**src/verilog/sys_bus_pkg.sv**
```systemverilog
/* Bus address, size, data and line types, master and slave bus structs,
   one-hot controller states and burst constants */
`default_nettype none

package sys_bus_pkg;

   // Byte address and remaining byte count of a burst
   typedef logic [15:0]  addr_t;
   typedef logic [11:0]  size_t;

   // One data beat, one scan code, one cache line
   typedef logic [31:0]  word_t;
   typedef logic [7:0]   key_code_t;
   typedef logic [127:0] line_t;

   // Driven by a master toward the bus
   typedef struct packed {
      logic  hdr;   // First cycle of a burst
      logic  beat;  // Data beat offered
      logic  rw;    // 1 = read
      addr_t addr;
      size_t size;
      word_t wdata;
   } bus_mst_t;

   // Driven back by the RAM slave
   typedef struct packed {
      logic  ack;   // One pulse per finished beat
      word_t rdata;
   } bus_slv_t;

   // Shared by both bus controllers
   typedef enum logic [5:0] {
      ST_IDLE = 6'b00_0001,
      ST_REQ  = 6'b00_0010,
      ST_MSTR = 6'b00_0100,
      ST_WR   = 6'b00_1000,
      ST_RD   = 6'b01_0000,
      ST_DONE = 6'b10_0000
   } ctrl_state_t;

   localparam int BURST_BYTES = 16;
   localparam int BEAT_BYTES  = 4;
   localparam int BURST_BEATS = BURST_BYTES / BEAT_BYTES;

endpackage

`default_nettype wire
```
**src/verilog/bus_arbiter.sv**
```systemverilog
/* Round-robin arbiter for two bus masters with the grant-selected bus mux */
`timescale 1ns/1ps
`default_nettype none

module bus_arbiter
   import sys_bus_pkg::*;
(
   input  wire logic      bus_clk,
   input  wire logic      rst_n,
   input  wire logic [1:0] br,
   output logic [1:0]     bg,
   input  wire bus_mst_t  mst_kbd,
   input  wire bus_mst_t  mst_cache,
   output bus_mst_t       bus_m
);

   // Set when the cache took the last grant, so the keyboard goes first
   logic last_cache;

   always_ff @(posedge bus_clk or negedge rst_n)
   begin
      if (!rst_n)
      begin
         bg         <= 2'b00;
         last_cache <= 1'b1;
      end
      else if (bg == 2'b00)
      begin
         // New grant only while the bus is free
         if (br[0] && (!br[1] || last_cache))
         begin
            bg         <= 2'b01;
            last_cache <= 1'b0;
         end
         else if (br[1])
         begin
            bg         <= 2'b10;
            last_cache <= 1'b1;
         end
      end
      else if ((bg & br) == 2'b00)
      begin
         // Owner released its request
         bg <= 2'b00;
      end
   end

   // Only the owner reaches the RAM, idle bus reads as zero
   always_comb
   begin
      unique case (bg)
         2'b01:   bus_m = mst_kbd;
         2'b10:   bus_m = mst_cache;
         default: bus_m = '0;
      endcase
   end

   a_one_grant: assert property (@(posedge bus_clk) disable iff (!rst_n)
      bg != 2'b11);

endmodule

`default_nettype wire

```
**config.mk**
```make
export PLATFORM = sky130hd
export DESIGN_NAME = bus_arbiter
export DESIGN_NICKNAME = d
export VERILOG_FILES = /design/src/verilog/sys_bus_pkg.sv /design/src/verilog/bus_arbiter.sv
export SDC_FILE = /design/constraint.sdc
export NUM_CORES = 1
export LEC_CHECK = 0
export BUFFER_PORTS_ARGS = -buffer_cell sky130_fd_sc_hd__clkbuf_2
export CAP_MARGIN = 20
export CORE_AREA = 5 5 72 74
export DETAILED_ROUTE_END_ITERATION = 10
export DIE_AREA = 0 0 77 79
export PLACE_DENSITY = 0.78
export SLEW_MARGIN = 15
export SYNTH_ARGS = -nofsm -noshare
export SYNTH_HDL_FRONTEND = slang
export SYNTH_SLANG_ARGS = --single-unit
```
**constraint.sdc**
```tcl
create_clock -name bus_clk -period 2.9 [get_ports bus_clk]
set_input_delay 0.58 -clock bus_clk [delete_from_list [all_inputs] [get_ports bus_clk]]
set_output_delay 0.58 -clock bus_clk [all_outputs]
set_load 0.02 [all_outputs]
```
# == Yosys cells after proc, flatten, opt, wreduce, memory -nomap -nowiden ==
# Cells that the tools add are included.
# word_totals
wordCells,22
register_bits,3
out_inout_bits,65
inputBits,130
# op_classes
eq_ne,3
n_bitwise,1
reduce_logical,9
muxes,7
# ops
cell,n
$pmux 63 s2,1
$mux 2,4
$logic_not 2->1,2
$reduce_and 2->1,2
$reduce_bool 2->1,2
$ne 3x2->1 const B,1
$and 2x2->2,1
$eq 2x1->1 const B,1
$eq 2x2->1 const B,1
$mux 1,2
$logic_and 1x1->1,1
$logic_not 1->1,1
$logic_or 1x1->1,1

# == Longest topological paths before layout ==
# Gate-level depths: netlist (run 1).
# depth
depth_word,5
mapped_depth,6
ltp_nobuf,5

# == Least setup slack after synthesis (run 1) ==
# No wires, ideal clock.
# synth_path
path_kind,reg2out
start,reg bg[0]
end,out bus_m[0] (netlist name)
path_stages_with_launch,5
arrival_ps,1593
setup_slack_ps,727
required_time_ps,2320
path_buffers,1
path_cell_list,dfrtp_1 > inv_1 > ha_1 > clkbuf_1 > nor2b_1
# synth_rtl
item,line,source
from (decl),bus_arbiter.sv:11,"output logic [1:0] bg,"
from (signal assigned),bus_arbiter.sv:24,bg <= 2'b00;
from (signal assigned),bus_arbiter.sv:32,bg <= 2'b01;
from (signal assigned),bus_arbiter.sv:37,bg <= 2'b10;
to (decl),bus_arbiter.sv:14,output bus_mst_t bus_m

==> results of run 1 <==
-- power by group --
group	internal, mW	total [mW]	switching [mW]
Clock	0.0937	0.121	0.0270
Combinational	0.857	2.12	1.26
Sequential	0.0682	0.0935	0.0253
Total	1.02	2.34	1.32
-- metrics by stage --
stage,setup slack [ps],cells
6_report,540,407
5_1_grt,393,407
4_1_cts,528,407
3_5_place_dp,767,403
3_3_place_gp,786,403
2_1_floorplan,727,169
-- layout make-up --
class,count,area [µm²]
Inverter,3,11.3
Sequential cell,3,76.3
Tap cell,54,67.6
Clock buffer,4,45.0
Multi-Input combinational cell,143,1000
Fill cell,458,2310
Timing Repair Buffer,200,1020
-- kinds of logic after synthesis --
group,Yosys count,share of synthesized area (%)
and+or+nand+nor,70,36.5
AOI/OAI and AO/OA,69,44.0
buffers and inverters,23,8.80
adders and majority gates,4,4.24
DFF,3,6.47
-- final timing paths --
check	endpoint	slack, ps	cells past startpoint
max in group asynchronous	last_cache$_DFFE_PN1P_	2550	1
setup reg to reg	bg[0]$_DFFE_PN0P_	1500	4
min in group bus_clk	last_cache$_DFFE_PN1P_	520	2
hold / removal	bg[0]$_DFFE_PN0P_	150	1
setup / recovery	bus_m[17]	540	6
hold reg to reg	last_cache$_DFFE_PN1P_	520	2
-- worst max-delay path: stages, from the launching register on --
cell and delay (ps):
dfrtp_1 430, inv_1 140, ha_2 190, buf_4 330
a22oi_1 160, nor2b_1 130, clkbuf_2 180
-- state kept, by name, summed over array words and instances (netlist names) --
signal / count
bg: 2
last_cache: 1
-- cell usage in the layout (no fill, tap or decap), drive strengths merged --
cell type,n
buf,6
clkbuf,198
nor2b,63
o22ai,1
nand2,2
a22oi,64
dfstp,1
ha,4
nand3b,1
dfrtp,2
nor2,2
o2bb2ai,1
a211o,1
a21oi,2
inv,3
and3,1
nand3,1
-- metal layers --
| layer | wire length, µm | global-route usage (%) | share of wire, % |
|---|---|---|---|
| met5 | 0 | 0 | 0 |
| met4 | 83 | 4.98 | 1.4 |
| met3 | 570 | 4.20 | 9.5 |
| met2 | 3050 | 31.7 | 51 |
| met1 | 2290 | 20.2 | 38 |
==> results.sh, run 1 <==
export IMPL_status="finished, final reports clean"
export IMPL_avgSynthCellArea_um2=6.98
export IMPL_cts_sinks=3
export IMPL_hold_buffers=0
export IMPL_power_density_nw_per_um2=1050
export IMPL_max_cap_violations=0
export IMPL_critPathLaunch="bg[0]$_DFFE_PN0P_"
export IMPL_drt_wl_total_mm=5.99
export IMPL_root_buffer="clkbuf_8"
export IMPL_grt_max_degree=38
export IMPL_yosys_warnings=0
export IMPL_gp_congestion=0.823
export IMPL_grt_use_total_pct=17.4
export IMPL_drc=0
export IMPL_nNetsFinal=488
export IMPL_period_share_pct=81.4
export IMPL_ant_nets=0
export IMPL_vdd_ir_drop_max_mv=0.544
export IMPL_endpoint_kind="output pin"
export IMPL_io_buffers=194
export IMPL_cts_tree="built"
export IMPL_finalClockSkew_ps=3.01
export IMPL_drtIter0Drc=110
export IMPL_via_per_inst=4.93
export IMPL_final_setup_tns_ps=0
export IMPL_grt_ovfl_total=0
export IMPL_grt_antenna_before_repair=0
export IMPL_start_util_pct=26.0
export IMPL_relSlewSlack_pct=76.3
export IMPL_rsz0062_at_grt="false"
export IMPL_clk_pin_slew_ps=30
export IMPL_dp_hpwl_mm=5.02
export IMPL_synth_top_area_share_pct=40.1
export IMPL_synth_nets=303
export IMPL_synth_top_area_cell="a22oi_1"
export IMPL_synth_area_um2=1180
export IMPL_place_area_um2=2180
export IMPL_synth_flop_cell="dfrtp_1"
export IMPL_ys_seq_area_share_pct=6.47
export IMPL_cts_setup_buffers=0
export IMPL_tightestPinTransition_ps=355
export IMPL_utilization_pct=49.0
export IMPL_synth_area_top_cells="a22oi_1 40%, nor2b_1 33%, buf_2 5.9%"
export IMPL_worstSetupStartpointType="flip-flop"
export IMPL_synth_common_cells="63 x a22oi_1, 63 x nor2b_1, 14 x buf_2, 6 x clkbuf_1, 4 x ha_1"
export IMPL_crit_fanout=37
export IMPL_p_total_mw=2.34
export IMPL_worstReg2RegStart="bg[0]$_DFFE_PN0P_"
export IMPL_ys_ff_latch=3
export IMPL_cts_resized=0
export IMPL_hold_viol_final=0
export IMPL_ios=195
export IMPL_die_area_um2=6080
export IMPL_worstSkewPairLatency_ps=210
export IMPL_syn_inst=169
export IMPL_arrival_ps=1780
export IMPL_coreArea_um2=4540
export IMPL_n_antenna_cell=0
export IMPL_layout_min_cycle_time_ps=2360
export IMPL_final_max_slew_violation_count=0
export IMPL_worstSetupPathType="reg -> out"
export IMPL_die_w_um=77
export IMPL_cts_made_buffers=3
export IMPL_async_flop_share_pct=100
export IMPL_setup_violations=0
export IMPL_synth_edf_count=0
export IMPL_yosysUniqueCellTypes=19
export IMPL_whs_ps=151
export IMPL_grt_pass1_vias=1950
export IMPL_htreeDepth=1
export IMPL_drt_wirelength_per_cell_um=14.7
export IMPL_max_freq_mhz=424
export IMPL_die_h_um=79
export IMPL_hold_path_class="in -> async"
export IMPL_final_cell_area_um2=2220
export IMPL_area_delta_synth_final_pct=88.2
export IMPL_grt_first_pass_wirelength_mm=9.00
export IMPL_num_vias=2007
export IMPL_crit_required_ps=2320
export IMPL_power_leakage_nw=1.19
export IMPL_drt_pass1_iter_count=4
export IMPL_layout_drive_gt1_share_pct=58.9
export IMPL_num_rows=25
export IMPL_cts_path_max_buffers=2
(Power assumes the default switching activity.)
==> inputs of run 2 (changes only) <==
--- a/config.mk
+++ b/config.mk
@@ -7,10 +7,10 @@
 export LEC_CHECK = 0
 export BUFFER_PORTS_ARGS = -buffer_cell sky130_fd_sc_hd__clkbuf_2
 export CAP_MARGIN = 20
-export CORE_AREA = 5 5 72 74
+export CORE_MARGIN = 5
+export CORE_UTILIZATION = 28
 export DETAILED_ROUTE_END_ITERATION = 10
-export DIE_AREA = 0 0 77 79
-export PLACE_DENSITY = 0.78
+export PLACE_DENSITY = 0.81
 export SLEW_MARGIN = 15
 export SYNTH_ARGS = -nofsm -noshare
 export SYNTH_HDL_FRONTEND = slang
==> constraint.sdc (replaced) <==
create_clock -name bus_clk -period 2.4 [get_ports bus_clk]
set_input_delay 0.48 -clock bus_clk [delete_from_list [all_inputs] [get_ports bus_clk]]
set_output_delay 0.48 -clock bus_clk [all_outputs]
set_load 0.02 [all_outputs]
==> results.sh, run 2 (synthesis results as in run 1) <==
export IMPL_hold_viol_final=0
export IMPL_reg_top3="bg: 2 flops, last_cache: 1 flops"
export IMPL_crit_path_max_incr_delay_ps=440
export IMPL_cts_sinks=3
export IMPL_cp_slowest_cell="dfrtp_1"
export IMPL_io_buffers=194
export IMPL_final_max_slew_violation_count=0
export IMPL_whs_ps=56.6
export IMPL_setup_violations=0
export IMPL_reg2reg_slack_ps=1000
export IMPL_grt_max_degree=41
export IMPL_htreeDepth=1
export IMPL_combPwrFrac_pct=90.9
export IMPL_num_rows=23
export IMPL_period_share_pct=94.2
export IMPL_n_antenna_cell=0
export IMPL_grt_antenna_before_repair=0
export IMPL_relSlewSlack_pct=78.1
export IMPL_endpoint="bus_m[34]"
export IMPL_r2r_cells=4
export IMPL_ios=195
export IMPL_tightestPinTransition_ps=329
export IMPL_critPathLaunch="bg[0]$_DFFE_PN0P_"
export IMPL_p_int_mw=1.25
export IMPL_via_per_inst=4.90
export IMPL_cts_setup_buffers=0
export IMPL_root_buffer="clkbuf_8"
export IMPL_clk_pin_slew_ps=30
export IMPL_die_w_um=74.9
export IMPL_layout_commonest_cell="clkbuf_2"
export IMPL_path_cells="inv_1, ha_2, buf_4, a22oi_1, nor2b_1, clkbuf_2"
export IMPL_worstReg2RegStart="bg[0]$_DFFE_PN0P_"
export IMPL_drt_wirelength_per_cell_um=14.3
export IMPL_layout_min_cycle_time_ps=2260
export IMPL_drt_wl_total_mm=5.75
export IMPL_num_vias=1976
export IMPL_die_area_um2=5610
export IMPL_final_setup_tns_ps=0
export IMPL_finalClockSkew_ps=2.93
export IMPL_area_delta_synth_final_pct=88.9
export IMPL_hold_buffers=0
export IMPL_p_sw_share_pct=55.7
export IMPL_drt_pass1_iter_count=4
export IMPL_clock_power_share_pct=5.1
export IMPL_max_freq_mhz=443
export IMPL_p_sw_mw=1.57
export IMPL_seq_area_um2=76.3
export IMPL_ant_nets=0
export IMPL_crit_required_ps=1920
export IMPL_dp_hpwl_mm=4.90
export IMPL_start_util_pct=29.3
export IMPL_multi_input_area_um2=1000
export IMPL_worstSetupStartpointType="flip-flop"
export IMPL_power_density_nw_per_um2=1270
export IMPL_die_h_um=74.9
export IMPL_worstSetupPathType="reg -> out"
export IMPL_layout_common_cells="194 x clkbuf_2, 63 x a22oi_1, 63 x nor2b_1, 5 x buf_4"
export IMPL_drtIter0Drc=65
export IMPL_fillers=384
export IMPL_hold_path_class="in -> async"
export IMPL_crit_fanout=23
export IMPL_largest_register_ffs=2
export IMPL_coreArea_um2=4030
export IMPL_grt_pass1_vias=1915
export IMPL_status="finished, final reports clean"
export IMPL_grt_first_pass_wirelength_mm=8.15
export IMPL_power_leakage_nw=1.20
export IMPL_cts_path_max_buffers=2
export IMPL_worstSkewPairLatency_ps=210
export IMPL_layout_drive_gt1_share_pct=58.9
export IMPL_cts_resized=0
export IMPL_grt_use_total_pct=17.9
export IMPL_cts_made_buffers=3
export IMPL_largest_register="bg"
export IMPL_nNetsFinal=488
export IMPL_endpoint_kind="output pin"
export IMPL_gp_congestion=0.761
export IMPL_drc=0
export IMPL_max_cap_violations=0
export IMPL_vdd_ir_drop_max_mv=0.916
export IMPL_arrival_ps=1780
export IMPL_rr_endpoint="bg[0]$_DFFE_PN0P_"
export IMPL_utilization_pct=55.3
export IMPL_rsz0062_at_grt="false"
export IMPL_cts_tree="built"
export IMPL_pwr_share_seq_pct=4.1
export IMPL_grt_ovfl_total=0
run 2: critical path, delay by kind of cell, from the launching register on:
family | cells | cell delay [ps]
and+or+nand+nor | 1 | 180
AOI/OAI and AO/OA | 1 | 130
adders and majority gates | 1 | 220
DFF | 1 | 440
buffers and inverters | 3 | 600
run 2: worst min path at each step:
stage,start,end,slack (ps)
after floorplan,rst_n,bg[0]$_DFFE_PN0P_,180
after global placement,rst_n,bg[0]$_DFFE_PN0P_,280
after detailed placement,rst_n,bg[0]$_DFFE_PN0P_,280
after CTS,rst_n,bg[0]$_DFFE_PN0P_,60
after global routing,rst_n,bg[1]$_DFFE_PN0P_,50
final,rst_n,bg[0]$_DFFE_PN0P_,60
run 2: power groups by stage:
stage	sequential, mW	combinational, mW	clock [mW]
floorplan	0.129	1.84	0
global route	0.119	2.80	0.158
finish	0.115	2.57	0.143
detailed placement	0.115	2.59	0
global placement	0.111	2.55	0
CTS	0.114	2.60	0.146
run 2: stage by stage:
stage | setup slack, ps | total power [mW] | cell area, µm² | instances
after floorplan | 327 | 1.97 | 1180 | 169
after global placement | 431 | 2.66 | 2180 | 399
after detailed placement | 385 | 2.71 | 2180 | 399
after CTS | 157 | 2.86 | 2230 | 403
after global routing | 43.7 | 3.07 | 2230 | 403
final | 140 | 2.83 | 2230 | 403
run 2: per-layer routing:
metal	global-route usage (%)	wire length, µm
met5	0	0
met3	3.47	657
met2	35.1	3060
met1	20.2	2000
met4	2.37	37
run 2: area by class of cell:
class                   count  share of cell area [%]
inverters                   3                   0.505
flip-flops and latches      3                    3.43
multi-input cells         143                    45.1
clock buffers               4                    2.02
repair buffers            200                    46.2
well taps                  50                    2.81
