## src/verilog/sys_bus_pkg.sv

```systemverilog
/* Bus address, size, data and line types, master and slave bus structs,
   one-hot controller states and burst constants */
`default_nettype none

package sys_bus_pkg;

   // Byte address and remaining byte count of a burst
   typedef logic [15:0]  addr_t;
   typedef logic [11:0]  size_t;

   // One data beat, one scan code, one cache line
   typedef logic [31:0]  word_t;
   typedef logic [7:0]   key_code_t;
   typedef logic [127:0] line_t;

   // Driven by a master toward the bus
   typedef struct packed {
      logic  hdr;   // First cycle of a burst
      logic  beat;  // Data beat offered
      logic  rw;    // 1 = read
      addr_t addr;
      size_t size;
      word_t wdata;
   } bus_mst_t;

   // Driven back by the RAM slave
   typedef struct packed {
      logic  ack;   // One pulse per finished beat
      word_t rdata;
   } bus_slv_t;

   // Shared by both bus controllers
   typedef enum logic [5:0] {
      ST_IDLE = 6'b00_0001,
      ST_REQ  = 6'b00_0010,
      ST_MSTR = 6'b00_0100,
      ST_WR   = 6'b00_1000,
      ST_RD   = 6'b01_0000,
      ST_DONE = 6'b10_0000
   } ctrl_state_t;

   localparam int BURST_BYTES = 16;
   localparam int BEAT_BYTES  = 4;
   localparam int BURST_BEATS = BURST_BYTES / BEAT_BYTES;

endpackage

`default_nettype wire
```

## src/verilog/cache_bus_controller.sv

```systemverilog
/* Cache line-fill bus master: reads one four-word burst on a miss and
   returns the assembled line */
`timescale 1ns/1ps
`default_nettype none

module cache_bus_controller
   import sys_bus_pkg::*;
(
   input  wire logic     bus_clk,
   input  wire logic     rst_n,
   input  wire logic     miss_stb,
   input  wire addr_t    miss_addr,
   output logic          cache_busy,
   output logic          fill_stb,
   output line_t         fill_line,
   output logic          br,
   input  wire logic     bg,
   output bus_mst_t      mst,
   input  wire bus_slv_t slv
);

   localparam int BW = $clog2(BURST_BEATS);

   ctrl_state_t             state_q;
   addr_t                   addr_q;
   size_t                   size_q;
   logic [BW-1:0]           beat_idx;
   logic                    fill_wr;
   word_t [BURST_BEATS-1:0] words;

   assign cache_busy = (state_q != ST_IDLE);
   assign fill_stb   = (state_q == ST_DONE);
   assign br         = (state_q == ST_REQ) || (state_q == ST_MSTR) || (state_q == ST_RD);
   assign fill_wr    = (state_q == ST_RD) && slv.ack;

   beat_buffer #(
      .item_t (word_t),
      .DEPTH  (BURST_BEATS)
   ) line_buf_i (
      .bus_clk (bus_clk),
      .wr_en   (fill_wr),
      .wr_idx  (beat_idx),
      .wr_item (slv.rdata),
      .items   (words)
   );

   // Lowest address word sits in the lowest bits
   assign fill_line = words;

   always_ff @(posedge bus_clk)
   begin
      if (miss_stb && !cache_busy)
         addr_q <= miss_addr;
   end

   always_ff @(posedge bus_clk or negedge rst_n)
   begin
      if (!rst_n)
      begin
         state_q  <= ST_IDLE;
         size_q   <= '0;
         beat_idx <= '0;
      end
      else
      begin
         unique case (state_q)
            ST_IDLE:
               if (miss_stb)
                  state_q <= ST_REQ;
            ST_REQ:
               if (bg)
               begin
                  state_q  <= ST_MSTR;
                  size_q   <= size_t'(BURST_BYTES);
                  beat_idx <= '0;
               end
            ST_MSTR:
               state_q <= ST_RD;
            ST_RD:
               if (slv.ack)
               begin
                  size_q   <= size_q - size_t'(BEAT_BYTES);
                  beat_idx <= beat_idx + 1'b1;
                  if (size_q == size_t'(BEAT_BYTES))
                     state_q <= ST_DONE;
               end
            ST_DONE:
               state_q <= ST_IDLE;
            default:
               state_q <= ST_IDLE;
         endcase
      end
   end

   always_comb
   begin
      mst       = '0;
      mst.hdr   = (state_q == ST_MSTR);
      mst.beat  = (state_q == ST_RD);
      mst.rw    = 1'b1;
      mst.addr  = addr_q;
      mst.size  = size_q;
   end

endmodule

`default_nettype wire

```

## src/verilog/beat_buffer.sv

```systemverilog
/* Indexed item store for one burst, all items visible in parallel */
`timescale 1ns/1ps
`default_nettype none

module beat_buffer #(
   parameter type item_t = logic [7:0],
   parameter int  DEPTH   = 4
)
(
   input  wire logic                     bus_clk,
   input  wire logic                     wr_en,
   input  wire logic [$clog2(DEPTH)-1:0] wr_idx,
   input  wire item_t                    wr_item,
   output item_t [DEPTH-1:0]             items
);

   // Item 0 lands in the lowest bits of the packed output
   always_ff @(posedge bus_clk)
   begin
      if (wr_en)
         items[wr_idx] <= wr_item;
   end

endmodule

`default_nettype wire

```

## config.mk

```make
export PLATFORM = sky130hd
export DESIGN_NAME = cache_bus_controller
export DESIGN_NICKNAME = d
export VERILOG_FILES = /design/src/verilog/sys_bus_pkg.sv /design/src/verilog/cache_bus_controller.sv /design/src/verilog/beat_buffer.sv
export SDC_FILE = /design/constraint.sdc
export NUM_CORES = 1
export LEC_CHECK = 0
export ABC_CLOCK_PERIOD_IN_PS = 7400
export BUFFER_PORTS_ARGS = -buffer_cell sky130_fd_sc_hd__buf_2
export CAP_MARGIN = 10
export CORE_UTILIZATION = 46
export CTS_CLUSTER_DIAMETER = 50
export CTS_CLUSTER_SIZE = 20
export DETAILED_ROUTE_END_ITERATION = 8
export HOLD_SLACK_MARGIN = 0.1
export PLACE_DENSITY = 0.89
export SYNTH_ARGS = -nofsm -noshare
export SYNTH_HDL_FRONTEND = slang
export SYNTH_SLANG_ARGS = --single-unit
```

## constraint.sdc

```tcl
create_clock -name bus_clk -period 7.4 [get_ports bus_clk]
set_clock_uncertainty 0.15 [all_clocks]
set_input_delay 0.37 -clock bus_clk [delete_from_list [all_inputs] [get_ports bus_clk]]
set_output_delay 0.37 -clock bus_clk [all_outputs]
set_load 0.02 [all_outputs]
```

# After elaboration in Yosys (flattened, before gate mapping)
# Cells that the tools add are included.
[op_classes]
add_sub_neg = 2
multipliers = 0
n_div = 0
magnitude_cmp = 2
n_eq_ne = 11
n_shift = 0
muxes = 14
bitwise = 0
reduce_logical = 9
[op_table]
columns = ["operator", "n"]
rows = [
  ["128-bit bitwise mux", 1],
  ["32-bit demux with 2-bit select", 1],
  ["32-bit 2-to-1 mux", 1],
  ["12-bit 2-to-1 mux", 2],
  ["6-bit 2-to-1 mux", 4],
  ["12-bit one-hot mux with 2 select lines", 1],
  ["6-bit one-hot mux with 4 select lines", 1],
  ["12-bit by 3-bit == test with 1-bit output, second input constant", 1],
  ["12-bit by 3-bit subtractor with 12-bit output, second input constant", 1],
  ["6-bit by 1-bit == test with 1-bit output, second input constant", 1],
  ["6-bit by 2-bit == test with 1-bit output, second input constant", 1],
  ["6-bit by 3-bit == test with 1-bit output, second input constant", 1],
  ["6-bit by 5-bit == test with 1-bit output, second input constant", 1],
  ["6-bit == test, second input constant", 1],
  ["6-bit by 1-bit != test with 1-bit output, second input constant", 1],
  ["2-bit 2-to-1 mux", 2],
  ["2-bit by 1-bit != test with 1-bit output, second input constant", 2],
  ["2-bit != test, second input constant", 2],
  ["2-bit one-hot mux with 2 select lines", 1],
  ["4-bit AND reduction", 1],
  ["1-bit logical AND", 3],
  ["2-bit by 3-bit less-than comparator with 1-bit output, second input constant", 1],
  ["3-bit AND reduction", 1],
  ["2-bit by 1-bit adder with 2-bit output, second input constant", 1],
  ["4 further kinds", 5],
]
[totals]
regBits = 164
latchBits = 0
mem_bits_rw = 0
mem_bits_ro = 0
inputBits = 53
out_inout_bits = 194
word_cells = 46
n_memories = 0

# Logic depth before layout (Yosys ltp)
[logic_depth]
ltp_word = 5
depth_mapped = 6
mapped_depth_nobuf = 6

# Hierarchy
# A second synthesis with hierarchy kept.
[unflattened]
cells_unflattened = 288
area_unflattened_um2 = 5669.2
[by_module_without_submodules]
columns = ["module", "instances", "cells_each", "area_per_inst_um2", "seq_area_each_um2"]
rows = [
  ["beat_buffer", 1, 132, 3881.2, 3843.7],
  ["cache_bus_controller", 1, 156, 1788.0, 907.1],
]

# Worst setup path after synthesis
# No wires, ideal clock.
[synth_timing]
kind = "flip-flop to flip-flop"
from = "register state_q[2]"
to = "register addr_q[0] (enable)"
setup_ps = 430
arrival_ps = 2498
required_ps = 6820
path_slack_ps = 4321
stages_incl_launch_ff = 4
n_path_buf = 1
synth_period_minus_slack_ps = 3079
path_cell_list = "dfrtp_1 -> or2_2 -> clkbuf_1 -> nor4_1"
[synth_between]
elab_chain_cells = 3
[synth_rtl]
columns = ["element", "line", "source"]
rows = [
  ["start: declaration", "cache_bus_controller.sv:24", "ctrl_state_t state_q;"],
  ["start signal: assignment", "cache_bus_controller.sv:60", "state_q <= ST_IDLE;"],
  ["start signal: assignment", "cache_bus_controller.sv:69", "state_q <= ST_REQ;"],
  ["start signal: assignment", "cache_bus_controller.sv:73", "state_q <= ST_MSTR;"],
  ["6-bit by 1-bit != test with 1-bit output", "cache_bus_controller.sv:31", "assign cache_busy = (state_q != ST_IDLE);"],
  ["1-bit logical NOT", "cache_bus_controller.sv:52", "if (miss_stb && !cache_busy)"],
  ["1-bit logical AND", "cache_bus_controller.sv:52", ""],
  ["end signal: assignment", "cache_bus_controller.sv:53", "addr_q <= miss_addr;"],
  ["end: declaration", "cache_bus_controller.sv:25", "addr_t addr_q;"],
]
# No other way between the ends.
# A chain may end at the register's enable or synchronous reset.

# Worst setup path after layout
[layout_timing]
from = "register state_q[1]"
to = "register line_buf_i.items[89] in the netlist's numbering (enable)"
[layout_between]
elab_chain_cells = 2
[layout_rtl]
columns = ["element", "line", "source"]
rows = [
  ["6-bit by 5-bit == test with 1-bit output", "cache_bus_controller.sv:34", "assign fill_wr = (state_q == ST_RD) && slv.ack;"],
  ["1-bit logical AND", "cache_bus_controller.sv:34", ""],
  ["end signal: indexed assignment", "beat_buffer.sv:21", "items[wr_idx] <= wr_item;"],
  ["end: declaration", "beat_buffer.sv:14", "output item_t [DEPTH-1:0] items"],
]
# No other way between the ends.

==> metrics.md <==
| Metric | Value |
|---|---|
| Status | complete, no violations |
| Max rail drop VDD | 0.184 mV |
| Final hold slack | 0.171 ns |
| Antenna Violating Nets Remaining | 0 |
| Post-synthesis instance total | approximately 290 |
| Final hold vios | 0 |
| PwrDens | between 200 and 300 nW/um^2 |
| Critical path, cell by cell | or3_4 > or2_4 > clkinv_4 > and3_2 |
| Crit path setup slack, layout | 4.80 ns |
| Total track usage | 0.204 |
| F_max | roughly 390 MHz |
| Part of the total power dissipated in the clock network | 0.359 |
| Primary flip-flop cell chosen by synthesis mapping | sky130_fd_sc_hd__edfxtp_1 |
| Pin count of the biggest net entering global routing | 33 |
| Row count | 40 |
| Sequential Power Share | 0.493 |
| Routability Congestion | 0.798 |
| Data required time of the worst path | between 7 and 8 ns |
| Number of different library cells in the post-synthesis netlist | 45 |
| Kind of capture point of the worst setup path | flop |
| Number of design-rule violations left by the first detailed-router iteration | 213 |
| Antenna diode count | 0 |
| Core region area | 12000 sq um |
| Total placed cells including tap cells | 645 |
| Number of iterations in the first detailed-routing pass | 4 |
| Async set or reset register ratio after synthesis | 0.106 |
| Number of cells in the finished layout apart from fillers | 726 |
| Final design area excluding fillers | slightly below 8000 sq um |
| Total Routed Length | 12600 um |
| Post-Synth XOR/XNOR Area | 0.00773 |
| Synthesized area divided by synthesized cell count | 19.5 sq um |
| Via count of the first global-routing pass | 3494 |
| Setup Fix Bufs, Post-CTS | 0 |
| Number of levels in the clock H-tree | 4 |
| Clock buffer count from CTS | 17 |
| Height of the die | 113 um |
| Average detailed-routed wire length per instance | approximately 17 um |
| Number of input and output port buffers inserted | 211 |
| Initial Utilization | 0.471 |
| Sum of internal, switching and leakage power | 2.25 mW |
| DP HPWL | 8200 um |
| Setup slack of the worst register-to-register path | 4.80 ns |
| Total congestion overflow after global routing | 0 |
| Clock tree from TritonCTS | done |
| Switch Pwr | 0.637 mW |
| Static Leak | 3.20 nW |
| Fin Setup TNS | 0 ns |
| Count of pins on the block boundary | roughly 250 |
| Unrepaired setup endpoints after global routing | false |
| Fraction of the core area covered by cells at the end of the flow | 0.650 |
| Count of max-cap constraint violations | 0 |
| Cell internal pwr | ~1.6 mW |
| Count of state elements after synthesis | 161 |
| Slowest Stage Delay on Critical Path | 0.73 ns |
| Clock buffer depth | 2 |
| Part of the Yosys area used for sequential elements | 0.839 |
| Nets | 625 |
| Area fraction in and, or, nand and nor cells after synthesis | 0.0517 |
| Syn Std Cell Area | about 5700 sq um |
| Antenna violations before repair | 0 |
| Post-Place Cell Area | 6760 sq um |
| Final worst path period share | 0.351 |
| Clock root buffer | sky130_fd_sc_hd__clkbuf_16 |
| Post-synthesis compound-gate area fraction | 0.0309 |
| Fraction of final layout cells sized beyond drive strength 1 | 0.449 |
| Arrival time worst endpoint | 2.48 ns |
| Post-synth EDFFs | 144 |
| CTS sink cnt | around 160 |
| Worst slack, placed | 4.79 ns |
| Cell taking the most area after synthesis | sky130_fd_sc_hd__edfxtp_1 |
| Final slew viol count | 0 |
| Synth warn | 0 |
| Fin crit period | ~2.6 ns |
| Worst min path class | input pin to flop |
| Clock insertion delay at the later pin of the skew report | 0.41 ns |
| Cells taking the most area after synthesis | sky130_fd_sc_hd__edfxtp_1, sky130_fd_sc_hd__dfrtp_1, sky130_fd_sc_hd__buf_4, sky130_fd_sc_hd__ha_1, sky130_fd_sc_hd__o21ai_0 |
| Switching share of total power | 0.283 |
| Combinational family with the most area after synthesis | buffers and inverters |
| Number of gates given a new drive strength after cts | 0 |
| Maximum fanout along the worst path | 32 |
| Start-to-end type of the worst setup path | flop to flop |
| Area share of fa/ha/maj cells after synthesis | 0.0133 |
| Measured slew at the worst slew-check pin | 0.843 ns |
| Die boundary width | 113 um |
| CTS clock-pin slew for the worst setup and hold paths | 0.07 ns |
| Number of remaining DRC errors | 0 |
| Die Footprint | 12800 sq um |
| Area share of the leading cell type in the synthesized netlist | 0.764 |
| Worst-case headroom to the max-slew limit | 0.438 |
| Count of vias placed by the detailed router | roughly 3500 |
| Number of vias per cell after detailed routing | 4.88 |
| Wire length of the first global-routing pass | 18800 um |
| Startpoint type of the worst setup path | flop |
| Post-synthesis mux area share | 0 |
| Setup violation total in the final timing report | 0 |
| Share of total power in combinational logic | 0.148 |
| Cell with the biggest individual delay on the critical path | sky130_fd_sc_hd__and3_2 |
| Area grow syn2layout | 37.8% |
-- registers in the layout, indices dropped and copies added (netlist names) --
register,cells
addr_q,16
beat_idx,2
line_buf_i.items,128
size_q,10
state_q,5
-- synthesized netlist by cell type, drive strengths merged (3+ instances only) --
master,number
ha,6
nor3,5
o31ai,3
nand2,10
nor2,8
buf,37
o21ai,8
and3,4
xor2,4
edfxtp,144
inv,8
dfrtp,16
-- kinds of logic after synthesis --
family                     Yosys count
adders and majority gates            6
xor gates and xnor gates             5
other                                2
AOI/OAI and AO/OA                   24
DFF                                161
buffers and inverters               47
and+or+nand+nor                     46
-- layer usage --
metal / part of all wire / track usage / wire length (um)
met1: 0.37 / 0.223 / 4610
met2: 0.54 / 0.360 / 6750
met5: 0 / 0 / 0
met4: 0.022 / 0.120 / 272
met3: 0.077 / 0.0536 / 973
-- power groups by stage --
stage                     logic (mW)  registers, mW  clock network [mW]
after floorplan                0.174           1.17                   0
after global placement         0.300           1.12                   0
after detailed placement       0.312           1.13                   0
after CTS                      0.334           1.11               0.818
after global routing           0.367           1.12               0.858
final                          0.334           1.11               0.807
-- cells in the final DEF (no fill, tap or decap), drive strengths merged, types with 3 or more instances in the layout --
| master | count |
|---|---|
| buf | 212 |
| nor2 | 8 |
| inv | 15 |
| xor2 | 4 |
| nand2 | 10 |
| o21ai | 8 |
| dfrtp | 16 |
| conb | 35 |
| clkinv | 8 |
| and3 | 4 |
| o31ai | 3 |
| clkbuf | 17 |
| edfxtp | 144 |
| nor3 | 5 |
| dlygate4sd3 | 49 |
| ha | 6 |
-- path summary, 6_finish.rpt --
path | start | end | cells past startpoint
worst max-delay path | state_q[1] | line_buf_i.items[89] | 4
worst min-delay path | slv[32] | state_q[5] | 3
worst max register to register | state_q[1] | line_buf_i.items[89] | 4
worst min register to register | size_q[10] | size_q[10] | 1
max in group asynchronous | rst_n | state_q[0] | 2
min in group asynchronous | rst_n | size_q[4] | 2
-- worst max-delay path: cells and delay by family (launching register included) --
kind	cells	cell delay (ns)
buffers and inverters	1	0.07
flip-flops	1	0.49
AND/OR/NAND/NOR	3	1.47
-- cell type report --
cell class,count,area (sq um)
multi-input cells,116,724
inverters,9,38.8
repair buffers,261,1550
well taps,147,184
fillers,825,4210
clock buffers,17,425
flip-flops and latches,161,4750
clock inverters,15,125
-- timing repair --
| action | in CTS | in global routing |
|---|---|---|
| endpoints found under the hold margin | 161 | 0 |
| setup endpoints to repair | 0 | 0 |
| hold buffers | 49 | 0 |
No activity file was read; power rests on OpenSTA's default activity.
