===== config.mk =====
export PLATFORM = sky130hd
export DESIGN_NAME = kbd_bus_controller
export DESIGN_NICKNAME = d
export VERILOG_FILES = /design/src/verilog/sys_bus_pkg.sv /design/src/verilog/kbd_bus_controller.sv /design/src/verilog/beat_buffer.sv
export SDC_FILE = /design/constraint.sdc
export NUM_CORES = 1
export LEC_CHECK = 0
export ABC_AREA = 1
export BUFFER_PORTS_ARGS = -buffer_cell sky130_fd_sc_hd__buf_2
export CAP_MARGIN = 20
export CORE_AREA = 2 2 122 124
export CTS_BUF_LIST = sky130_fd_sc_hd__clkbuf_4 sky130_fd_sc_hd__clkbuf_8
export DETAILED_ROUTE_END_ITERATION = 10
export DIE_AREA = 0 0 124 126
export PLACE_DENSITY = 0.77
export SETUP_SLACK_MARGIN = 0.3
export SYNTH_ARGS = -nofsm -noshare
export SYNTH_HDL_FRONTEND = slang
export SYNTH_SLANG_ARGS = --single-unit
export TNS_END_PERCENT = 10

===== constraint.sdc =====
create_clock -name bus_clk -period 2.5 [get_ports bus_clk]
set_input_delay 0.25 -clock bus_clk [delete_from_list [all_inputs] [get_ports bus_clk]]
set_output_delay 0.25 -clock bus_clk [all_outputs]
set_load 0.05 [all_outputs]

===== src/verilog/sys_bus_pkg.sv =====
/* Bus address, size, data and line types, master and slave bus structs,
   one-hot controller states and burst constants */
`default_nettype none

package sys_bus_pkg;

   // Byte address and remaining byte count of a burst
   typedef logic [15:0]  addr_t;
   typedef logic [11:0]  size_t;

   // One data beat, one scan code, one cache line
   typedef logic [31:0]  word_t;
   typedef logic [7:0]   key_code_t;
   typedef logic [127:0] line_t;

   // Driven by a master toward the bus
   typedef struct packed {
      logic  hdr;   // First cycle of a burst
      logic  beat;  // Data beat offered
      logic  rw;    // 1 = read
      addr_t addr;
      size_t size;
      word_t wdata;
   } bus_mst_t;

   // Driven back by the RAM slave
   typedef struct packed {
      logic  ack;   // One pulse per finished beat
      word_t rdata;
   } bus_slv_t;

   // Shared by both bus controllers
   typedef enum logic [5:0] {
      ST_IDLE = 6'b00_0001,
      ST_REQ  = 6'b00_0010,
      ST_MSTR = 6'b00_0100,
      ST_WR   = 6'b00_1000,
      ST_RD   = 6'b01_0000,
      ST_DONE = 6'b10_0000
   } ctrl_state_t;

   localparam int BURST_BYTES = 16;
   localparam int BEAT_BYTES  = 4;
   localparam int BURST_BEATS = BURST_BYTES / BEAT_BYTES;

endpackage

`default_nettype wire

===== src/verilog/kbd_bus_controller.sv =====
/* Keyboard bus master: gathers sixteen key codes and writes them as one
   burst into the RAM ring, then pulses done */
`timescale 1ns/1ps
`default_nettype none

module kbd_bus_controller
   import sys_bus_pkg::*;
#(
   parameter addr_t KBD_BASE       = 16'h0100,
   parameter int    KBD_RING_LINES = 4
)
(
   input  wire logic      bus_clk,
   input  wire logic      rst_n,
   input  wire logic      key_stb,
   input  wire key_code_t key_code,
   output logic           kbd_ready,
   output logic           kbd_done,
   output logic           br,
   input  wire logic      bg,
   output bus_mst_t       mst,
   input  wire bus_slv_t  slv
);

   // One code per byte of the burst
   localparam int KEYS = BURST_BYTES;
   localparam int CW   = $clog2(KEYS);
   localparam int BW   = $clog2(BURST_BEATS);
   localparam int LW   = (KBD_RING_LINES > 1) ? $clog2(KBD_RING_LINES) : 1;

   ctrl_state_t          state_q;
   logic [CW-1:0]        cnt_q;
   logic [LW-1:0]        line_q;
   logic [BW-1:0]        beat_idx;
   size_t                size_q;
   logic                 key_acc;
   key_code_t [KEYS-1:0] codes;
   line_t                kbd_line;
   addr_t                line_addr;

   assign kbd_ready = (state_q == ST_IDLE);
   assign kbd_done  = (state_q == ST_DONE);
   assign br        = (state_q == ST_REQ) || (state_q == ST_MSTR) || (state_q == ST_WR);
   assign key_acc   = key_stb && kbd_ready;

   beat_buffer #(
      .item_t (key_code_t),
      .DEPTH  (KEYS)
   ) code_buf_i (
      .bus_clk (bus_clk),
      .wr_en   (key_acc),
      .wr_idx  (cnt_q),
      .wr_item (key_code),
      .items   (codes)
   );

   // Little-endian packing falls out of the packed array order
   assign kbd_line  = codes;
   assign line_addr = KBD_BASE + addr_t'(line_q) * addr_t'(BURST_BYTES);

   always_ff @(posedge bus_clk or negedge rst_n)
   begin
      if (!rst_n)
      begin
         state_q  <= ST_IDLE;
         cnt_q    <= '0;
         line_q   <= '0;
         beat_idx <= '0;
         size_q   <= '0;
      end
      else
      begin
         if (key_acc)
            cnt_q <= cnt_q + 1'b1;
         unique case (state_q)
            ST_IDLE:
               if (key_acc && cnt_q == CW'(KEYS - 1))
                  state_q <= ST_REQ;
            ST_REQ:
               if (bg)
               begin
                  state_q  <= ST_MSTR;
                  size_q   <= size_t'(BURST_BYTES);
                  beat_idx <= '0;
               end
            ST_MSTR:
               state_q <= ST_WR;
            ST_WR:
               if (slv.ack)
               begin
                  size_q   <= size_q - size_t'(BEAT_BYTES);
                  beat_idx <= beat_idx + 1'b1;
                  if (size_q == size_t'(BEAT_BYTES))
                     state_q <= ST_DONE;
               end
            ST_DONE:
            begin
               state_q <= ST_IDLE;
               // Ring wraps after the last line
               line_q  <= (line_q == LW'(KBD_RING_LINES - 1)) ? '0 : line_q + 1'b1;
            end
            default:
               state_q <= ST_IDLE;
         endcase
      end
   end

   always_comb
   begin
      mst       = '0;
      mst.hdr   = (state_q == ST_MSTR);
      mst.beat  = (state_q == ST_WR);
      mst.rw    = 1'b0;
      mst.addr  = line_addr;
      mst.size  = size_q;
      mst.wdata = kbd_line[{beat_idx, 5'b0} +: 32];
   end

   // Size only moves when the RAM acknowledges a beat
   a_size_on_ack: assert property (@(posedge bus_clk) disable iff (!rst_n)
      (state_q == ST_WR && !slv.ack) |=> $stable(size_q));

endmodule

`default_nettype wire


===== src/verilog/beat_buffer.sv =====
/* Indexed item store for one burst, all items visible in parallel */
`timescale 1ns/1ps
`default_nettype none

module beat_buffer #(
   parameter type item_t = logic [7:0],
   parameter int  DEPTH   = 4
)
(
   input  wire logic                     bus_clk,
   input  wire logic                     wr_en,
   input  wire logic [$clog2(DEPTH)-1:0] wr_idx,
   input  wire item_t                    wr_item,
   output item_t [DEPTH-1:0]             items
);

   // Item 0 lands in the lowest bits of the packed output
   always_ff @(posedge bus_clk)
   begin
      if (wr_en)
         items[wr_idx] <= wr_item;
   end

endmodule

`default_nettype wire


### Word-level counts from Yosys, hierarchy flattened

Cells that the tools add are included.

* register bits after elaboration: 154
* input bits: 45
* logic and storage cells: 64

* add/subtract/negate cells: 5
* magnitude comparators: 2
* equality and inequality tests: 12
* shifts and indexed selects: 1
* muxes and demuxes: 15
* reductions and logical operators: 8

Operator list (count)
* 128-bit bitwise mux: 1
* 128-bit by 8-bit variable part select with 32-bit output: 1
* 8-bit demux with 4-bit select: 1
* 12-bit 2-to-1 mux: 2
* 6-bit 2-to-1 mux: 4
* 12-bit one-hot mux with 2 select lines: 1
* 6-bit one-hot mux with 4 select lines: 1
* 12-bit by 3-bit == test with 1-bit output (second input constant): 1
* 12-bit by 3-bit subtractor with 12-bit output (second input constant): 1
* 9-bit by 6-bit adder with 10-bit output (first input constant): 1
* 8-bit 2-to-1 mux: 1
* 6-bit by 1-bit == test with 1-bit output (second input constant): 1
* 6-bit by 2-bit == test with 1-bit output (second input constant): 1
* 6-bit by 3-bit == test with 1-bit output (second input constant): 1
* 6-bit by 4-bit == test with 1-bit output (second input constant): 1
* 6-bit == test (second input constant): 1
* 2-bit 2-to-1 mux: 3
* 2-bit by 1-bit != test with 1-bit output (second input constant): 3
* 4-bit by 5-bit less-than comparator with 1-bit output (second input constant): 1
* 2-bit by 1-bit adder with 2-bit output (second input constant): 2
* 4-bit by 1-bit adder with 4-bit output (second input constant): 1
* 4-bit == test (second input constant): 1
* 4-bit by 1-bit greater-or-equal comparator with 1-bit output (second input constant): 1
* 2-bit one-hot mux with 2 select lines: 1
* other kinds (7): 10

### Depth between registers and ports, before layout

Gate-level depths: netlist (run 1).

* depth after elaboration: 5
* depth in mapped cells: 8

### By module

Synthesis (run 1) repeated with hierarchy kept, for this count alone.

* cells, all modules: 534
* area, all modules: 6358.6 µm²

By module, submodules not included
* beat_buffer: times used 1, cells each 161, area each 3983.8 µm²
* kbd_bus_controller: times used 1, cells each 373, area each 2374.8 µm²

### Worst setup path after synthesis (run 1)

No wires, ideal clock.

* path kind: reg-to-reg
* start: register state_q[0]
* end: register code_buf_i.items[100] (netlist bit) (enable)
* data arrival time: 1.717 ns
* setup slack: 0.412 ns
* stages on the path, launching flop included: 7
* cells stage by stage: dfstp_2 > nand3_1 > nor2_4 > nand2_2 > inv_2 > nand2_1 > nor2_1

* word-level cells in the longest chain between the ends: 2

Ends and longest elaborated chain
* start, declared: RTL line kbd_bus_controller.sv:31 `ctrl_state_t state_q;`
* start signal, assigned: RTL line kbd_bus_controller.sv:65 `state_q <= ST_IDLE;`
* start signal, assigned: RTL line kbd_bus_controller.sv:78 `state_q <= ST_REQ;`
* start signal, assigned: RTL line kbd_bus_controller.sv:82 `state_q <= ST_MSTR;`
* 6-bit by 1-bit == test with 1-bit output: RTL line kbd_bus_controller.sv:41 `assign kbd_ready = (state_q == ST_IDLE);`
* via kbd_ready: RTL line kbd_bus_controller.sv:17 `output logic kbd_ready,`
* 1-bit logical AND: RTL line kbd_bus_controller.sv:44 `assign key_acc = key_stb && kbd_ready;`
* end signal, assigned by index: RTL line beat_buffer.sv:21 `items[wr_idx] <= wr_item;`
* end, declared: RTL line beat_buffer.sv:14 `output item_t [DEPTH-1:0] items`

The timed path passes the listed nets, and every way through them passes these cells.
A chain may end at the register's enable or synchronous reset.

==> metrics.txt, run 1 <==
root buffer cell clkbuf_8; Clk pwr share 26.4%; Slowest cell on crit path dfrtp_2; core area 0.0143 mm^2; Mapped Area 0.00627 mm^2; crit-path cells inv_1 > buf_12 > o21ai_0 > o22ai_1 > buf_2; Met3 Routed Length 727 um; GRT Util Overall 17.8%; total power draw 7.78 mW; critical path launch point type flip-flop; async set-or-reset flop fraction in the synthesized netlist 15.2%; largest net degree at the start of global routing 48; Synth Instances 518; post-route insts no fill 793; max layer used met4; I/O pins 111; combinational share of power 33.4%; Final Cycle Share 82.6%; DR WL/cell 16.6 um; status complete, no violations; Bufs and invs on worst path 3; Util after Layout 51.0%; wire length on met2 6.79 mm; DP HPWL 8.36 mm; dominant cells by area after synthesis edfxtp_1 61%, dfrtp_1 8.8%, o21ai_0 5.8%; post-CTS setup buffers 0; RSZ-0062 raised after global routing yes; Tmin final 2.07 ns; Final Max Tran Viols 0; first-pass GRT wire length 20.8 mm; Post-synth EDFFs 128; top cell type's share of synthesized area 61.3%; DR DRC count 0; fraction of the mapped netlist area in simple logic gates 11.3%; # nets final 650; Die Y 126 um; WP data arrival 1.82 ns; largest family of logic cells by synthesized area simple AND/OR/NAND/NOR gates; initial antenna violation count 0; CTS H-tree depth 4; placed insts 762; diode count 0; Worst VDD drop 0.000625 V; Setup CP Type reg -> out; initial core utilization 43.8%; Worst Hold Class in -> reg; Std-Cell Rows 44; Hold WS 0.149 ns; post-synthesis sequential area ratio 70.4%; Final Cell Area 0.00730 mm^2; CTS tree yes; CTS Buffer Depth 2; drt pass-1 iters 5; Leakage 2.77 nW; fmax 484 MHz; largest stage delay on the critical path 0.43 ns; Post-DRT Antenna Nets 0; initial DRC count 319; Setup crit end kind output port; pre-CTS setup slack 0.667 ns; Synth area leader edfxtp_1; final global-route overflow total 0; dominant delay contributor by cell family on the critical path buffers and inverters; CP required 2.25 ns; via count 4105; final hold violation count 0; Pint 4.79 mW; gpl congestion 0.882; vias in the first global route 4063; Layout area overhead 16.3%; Post-Synth XOR/XNOR Area 0.837%; total negative slack 0 ns; switching power 2.98 mW; clk_skew 0.00843 ns; worst setup margin 0.434 ns; Power per Cell Area 1070 mW/mm^2; Worst-Margin Slew 0.529 ns; Adder-Cell Fraction of Synth Area 1.40%; sequential group share of total power 40.2%; DRT met1 WL 5.40 mm; IO Port Bufs 61; ys flop type edfxtp_1; Synth Register Bits 151; die area 0.0156 mm^2; Yosys warning count 0; total CTS buffers 17; die width 124 um; slew margin rel. 64.7%; Clock transition at path regs 0.08 ns; vias per std cell 5.18; Num Clock Sinks 151; final setup violation count 0; max-cap violation count 0; CP max FO 47; Synth Area in Compound Gates 10.2%; Mapped Avg Cell Area 12.1 um^2; Post-Route WL 13.2 mm; ratio of cells with drive above 1 in the final layout 21.8%; Clock Latency Late Sink 0.43 ns; Placed Area 0.00682 mm^2; switching portion of total power 38.4%; Distinct cells, synth 29; post-synthesis mux area share 0.179%
## final cells by class
| cell class | instances | area (um^2) |
|---|---|---|
| clock buffer | 18 | 241 |
| tap | 184 | 230 |
| fill | 1217 | 7020 |
| inverter | 30 | 113 |
| clock inverter | 12 | 200 |
| timing repair buffer | 85 | 524 |
| sequential | 151 | 4420 |
| multi-input combinational | 313 | 1570 |
## path summary, 6_finish.rpt
path / from / end / slack (ns) / cells after the start
max: beat_idx[0] / mst[28] / 0.43 / 5
min: slv[32] / size_q[3] / 0.15 / 3
max reg2reg: state_q[0] / code_buf_i.items[64] / 0.66 / 7
min reg2reg: line_q[0] / line_q[0] / 0.55 / 1
max in group asynchronous: rst_n / beat_idx[0] / 1.80 / 2
min in group asynchronous: rst_n / line_q[0] / 0.31 / 2
## registers in the layout (all words and copies together), names as in the netlist
register          flops
line_q                2
beat_idx              2
state_q               5
code_buf_i.items    128
cnt_q                 4
size_q               10
## worst min-delay path: cells and delay by family
family          cells  cell delay [ns]
simple gates        1             0.13
compound gates      1             0.06
buf+inv             1             0.11
## layout by cell type, fill, tap and decap left out, types with 20 or more instances in the layout
master and n:
o22ai_1 32, edfxtp_1 128, inv_1 25, buf_2 58, o21ai_0 73, nand2_1 41, nor2_1 93, buf_4 20
dfrtp_1 21
## cells by family after synthesis
kind of cell | after synthesis
AND/OR/NAND/NOR | 165
AO/OA/AOI/OAI | 117
adder cells (fa/ha/maj) | 7
flip-flops | 151
buffers and inverters | 69
other | 2
multiplexers | 1
XOR/XNOR | 6
## repair_timing
item | CTS | global route
setup endpoints to repair | 19 | 18
hold buffers | 1 | 0
hold endpoints to repair | 22 | 0
gates resized for setup | 2 | 5
## power by group through the flow
stage	combinational, mW	clock, mW	sequential, mW
2_1_floorplan	1.83	0	3.24
5_1_grt	2.81	2.18	3.15
6_report	2.59	2.06	3.13
3_5_place_dp	2.56	0	3.18
4_1_cts	2.58	2.09	3.12
3_3_place_gp	2.49	0	3.16
## synthesized netlist by cell type (2+ instances only)
library cell and instances:
o21ai_1 7, nand2_2 2, inv_2 5, nor2_1 93, inv_1 25, o21ai_2 3
clkbuf_1 14, o21ai_0 73, nand3_1 16, o22ai_1 32, conb_1 2, nand3_4 2
buf_4 18, ha_1 7, edfxtp_1 128, dfrtp_1 22, xor2_1 6, buf_2 5
nor3_1 2, nor2_4 3, nand4_1 4, nand2_1 41, nor2_2 2
## layer usage
metal  vias up  GRT usage [%]
li1       1955              -
met1      2000           21.6
met2       132           31.0
met3        18           4.08
met4         0           6.54
met5         -              0
Note: power is estimated with default switching activity, not from simulation.
==> inputs of run 2 (changes only) <==
--- a/config.mk
+++ b/config.mk
@@ -12,7 +12,7 @@
 export CTS_BUF_LIST = sky130_fd_sc_hd__clkbuf_4 sky130_fd_sc_hd__clkbuf_8
 export DETAILED_ROUTE_END_ITERATION = 10
 export DIE_AREA = 0 0 124 126
-export PLACE_DENSITY = 0.77
+export PLACE_DENSITY = 0.8
 export SETUP_SLACK_MARGIN = 0.3
 export SYNTH_ARGS = -nofsm -noshare
 export SYNTH_HDL_FRONTEND = slang
==> constraint.sdc (replaced) <==
create_clock -name bus_clk -period 1.75 [get_ports bus_clk]
set_input_delay 0.175 -clock bus_clk [delete_from_list [all_inputs] [get_ports bus_clk]]
set_output_delay 0.175 -clock bus_clk [all_outputs]
set_load 0.05 [all_outputs]
==> run 2 against run 1 <==
Effect of this change:
- critical path depth unchanged
- setup slack worse by 0.55 ns
- design area up 11%
- sequential share of layout area down 5.8 points
- hold slack worse by 0.075 ns
- the flow now finishes with violations (negative setup slack)
- critical endpoint unchanged
- sequential cell count unchanged
- core utilization up 5.4 points
- global-route usage up 1.1 points
- clock-buffer cell count down 1
- sequential power up 43%
==> metrics.txt, run 2 (synthesis gave the netlist of run 1 again) <==
status complete, but fails checks; violations in the final reports negative setup slack; GRT Util Overall 19.0%; DP HPWL 8.22 mm; Final Max Tran Viols 0; ratio of cells with drive above 1 in the final layout 35.9%; vias in the first global route 4180; worst setup margin -0.112 ns; Worst Hold Class in -> reg; Layout area overhead 28.5%; Post-DRT Antenna Nets 0; die area 0.0156 mm^2; most frequent cells in the layout 128 x edfxtp_1, 52 x nor2_1, 41 x o21ai_0; first-pass GRT wire length 22.1 mm; CTS Buffer Depth 2; Die Y 126 um; Std-Cell Rows 44; gpl congestion 0.834; largest stage delay on the critical path 0.46 ns; slew margin rel. 62.7%; fmax 537 MHz; Worst-Margin Slew 0.560 ns; WP data arrival 1.69 ns; Hold WS 0.0744 ns; Clock transition at path regs 0.08 ns; CTS H-tree depth 4; Worst VDD drop 0.000578 V; Power per Cell Area 1550 mW/mm^2; crit-path cells clkinv_4 > buf_12 > nor2_1 > o22ai_2 > buf_6; # nets final 646; critical path launch point type flip-flop; Tmin final 1.86 ns; CP max FO 17; die width 124 um; Leakage 2.98 nW; CTS tree yes; Post-Route WL 14.6 mm; DR DRC count 0; initial DRC count 436; final setup violation count 36; initial antenna violation count 0; drt pass-1 iters 5; fillcell total 1093; initial core utilization 43.8%; final global-route overflow total 0; max reg flops 128; Setup CP Type reg -> out; diode count 0; core area 0.0143 mm^2; largest registers code_buf_i.items: 128 flops, size_q: 10 flops, state_q: 5 flops; Biggest register code_buf_i.items; max-cap violation count 0; DR WL/cell 18.5 um; final hold violation count 0; Final Cycle Share 106%; Clock Latency Late Sink 0.44 ns; total negative slack -2.46 ns; IO Port Bufs 61; reg2reg path depth 6; commonest non-fill, non-tap cell in the layout edfxtp_1; Setup crit end kind output port; Bufs and invs on worst path 3; dominant delay contributor by cell family on the critical path buffers and inverters; clk_skew 0.00969 ns; CP Depth 5; largest net degree at the start of global routing 34; root buffer cell clkbuf_8; Num Clock Sinks 151; vias per std cell 5.38; I/O pins 111; RSZ-0062 raised after global routing yes; total CTS buffers 17; CP required 1.57 ns; hold path depth 3; via count 4257; Slowest cell on crit path dfrtp_2
[run 2: cell type report]
type | instances | area, um^2 | share of cell area, %
Inverter | 30 | 133 | 1.64
Clock buffer | 17 | 234 | 2.90
Tap cell | 184 | 230 | 2.85
Sequential cell | 151 | 4420 | 54.8
Multi-Input combinational cell | 313 | 2020 | 25.1
Timing Repair Buffer | 81 | 840 | 10.4
Clock inverter | 15 | 184 | 2.28
[run 2: worst reg2reg max path: stages (launching register included)]
cell	delay [ns]
dfstp_2	0.55
nand3_2	0.10
nor2_4	0.18
nand2_4	0.10
inv_8	0.11
nand2_4	0.10
nor2_4	0.29
[run 2: where the power goes]
part | leakage, nW | internal, mW | switching, mW
sequential | 1.45 | 4.30 | 0.177
combinational | 1.31 | 1.70 | 3.54
clock | 0.210 | 1.33 | 1.43
[run 2: metal layers]
layer,global-route usage [%],part of all wire [%],vias to the layer above
li1,-,-,1966
met1,23.9,40,2081
met2,31.2,51,190
met3,4.57,7.1,20
met4,8.00,1.8,0
met5,0,0,-
[run 2: final timing paths]
path | from | end | slack [ns]
worst min register to register | size_q[3] | size_q[3] | 0.53
min in group asynchronous | rst_n | size_q[6] | 0.26
worst min-delay path | slv[32] | size_q[2] | 0.07
worst max-delay path | beat_idx[0] | mst[28] | -0.11
worst max register to register | state_q[0] | code_buf_i.items[77] | 0
max in group asynchronous | rst_n | beat_idx[0] | 1.09
[run 2: metrics by stage]
stage / worst slack [ns] / total power [mW] / area, um^2 / instances / utilization (%)
after floorplan: -0.106 / 7.73 / 6690 / 533 / -
after global placement: 0.0924 / 8.55 / 7110 / 750 / 49.6
after detailed placement: 0.0332 / 8.67 / 7110 / 750 / 49.6
after CTS: -0.155 / 12.2 / 7880 / 787 / 55.1
after global routing: -0.166 / 13.0 / 8070 / 791 / 56.3
final: -0.112 / 12.5 / 8070 / 791 / 56.3
[run 2: repair_timing]
item                                   CTS  global route
endpoints found under the hold margin   22             0
gates cloned                             3             2
hold buffers                             1             0
setup endpoints to repair              170           181
pin swaps                               14            14
gates resized for setup                 91            70
setup buffers                            1             2
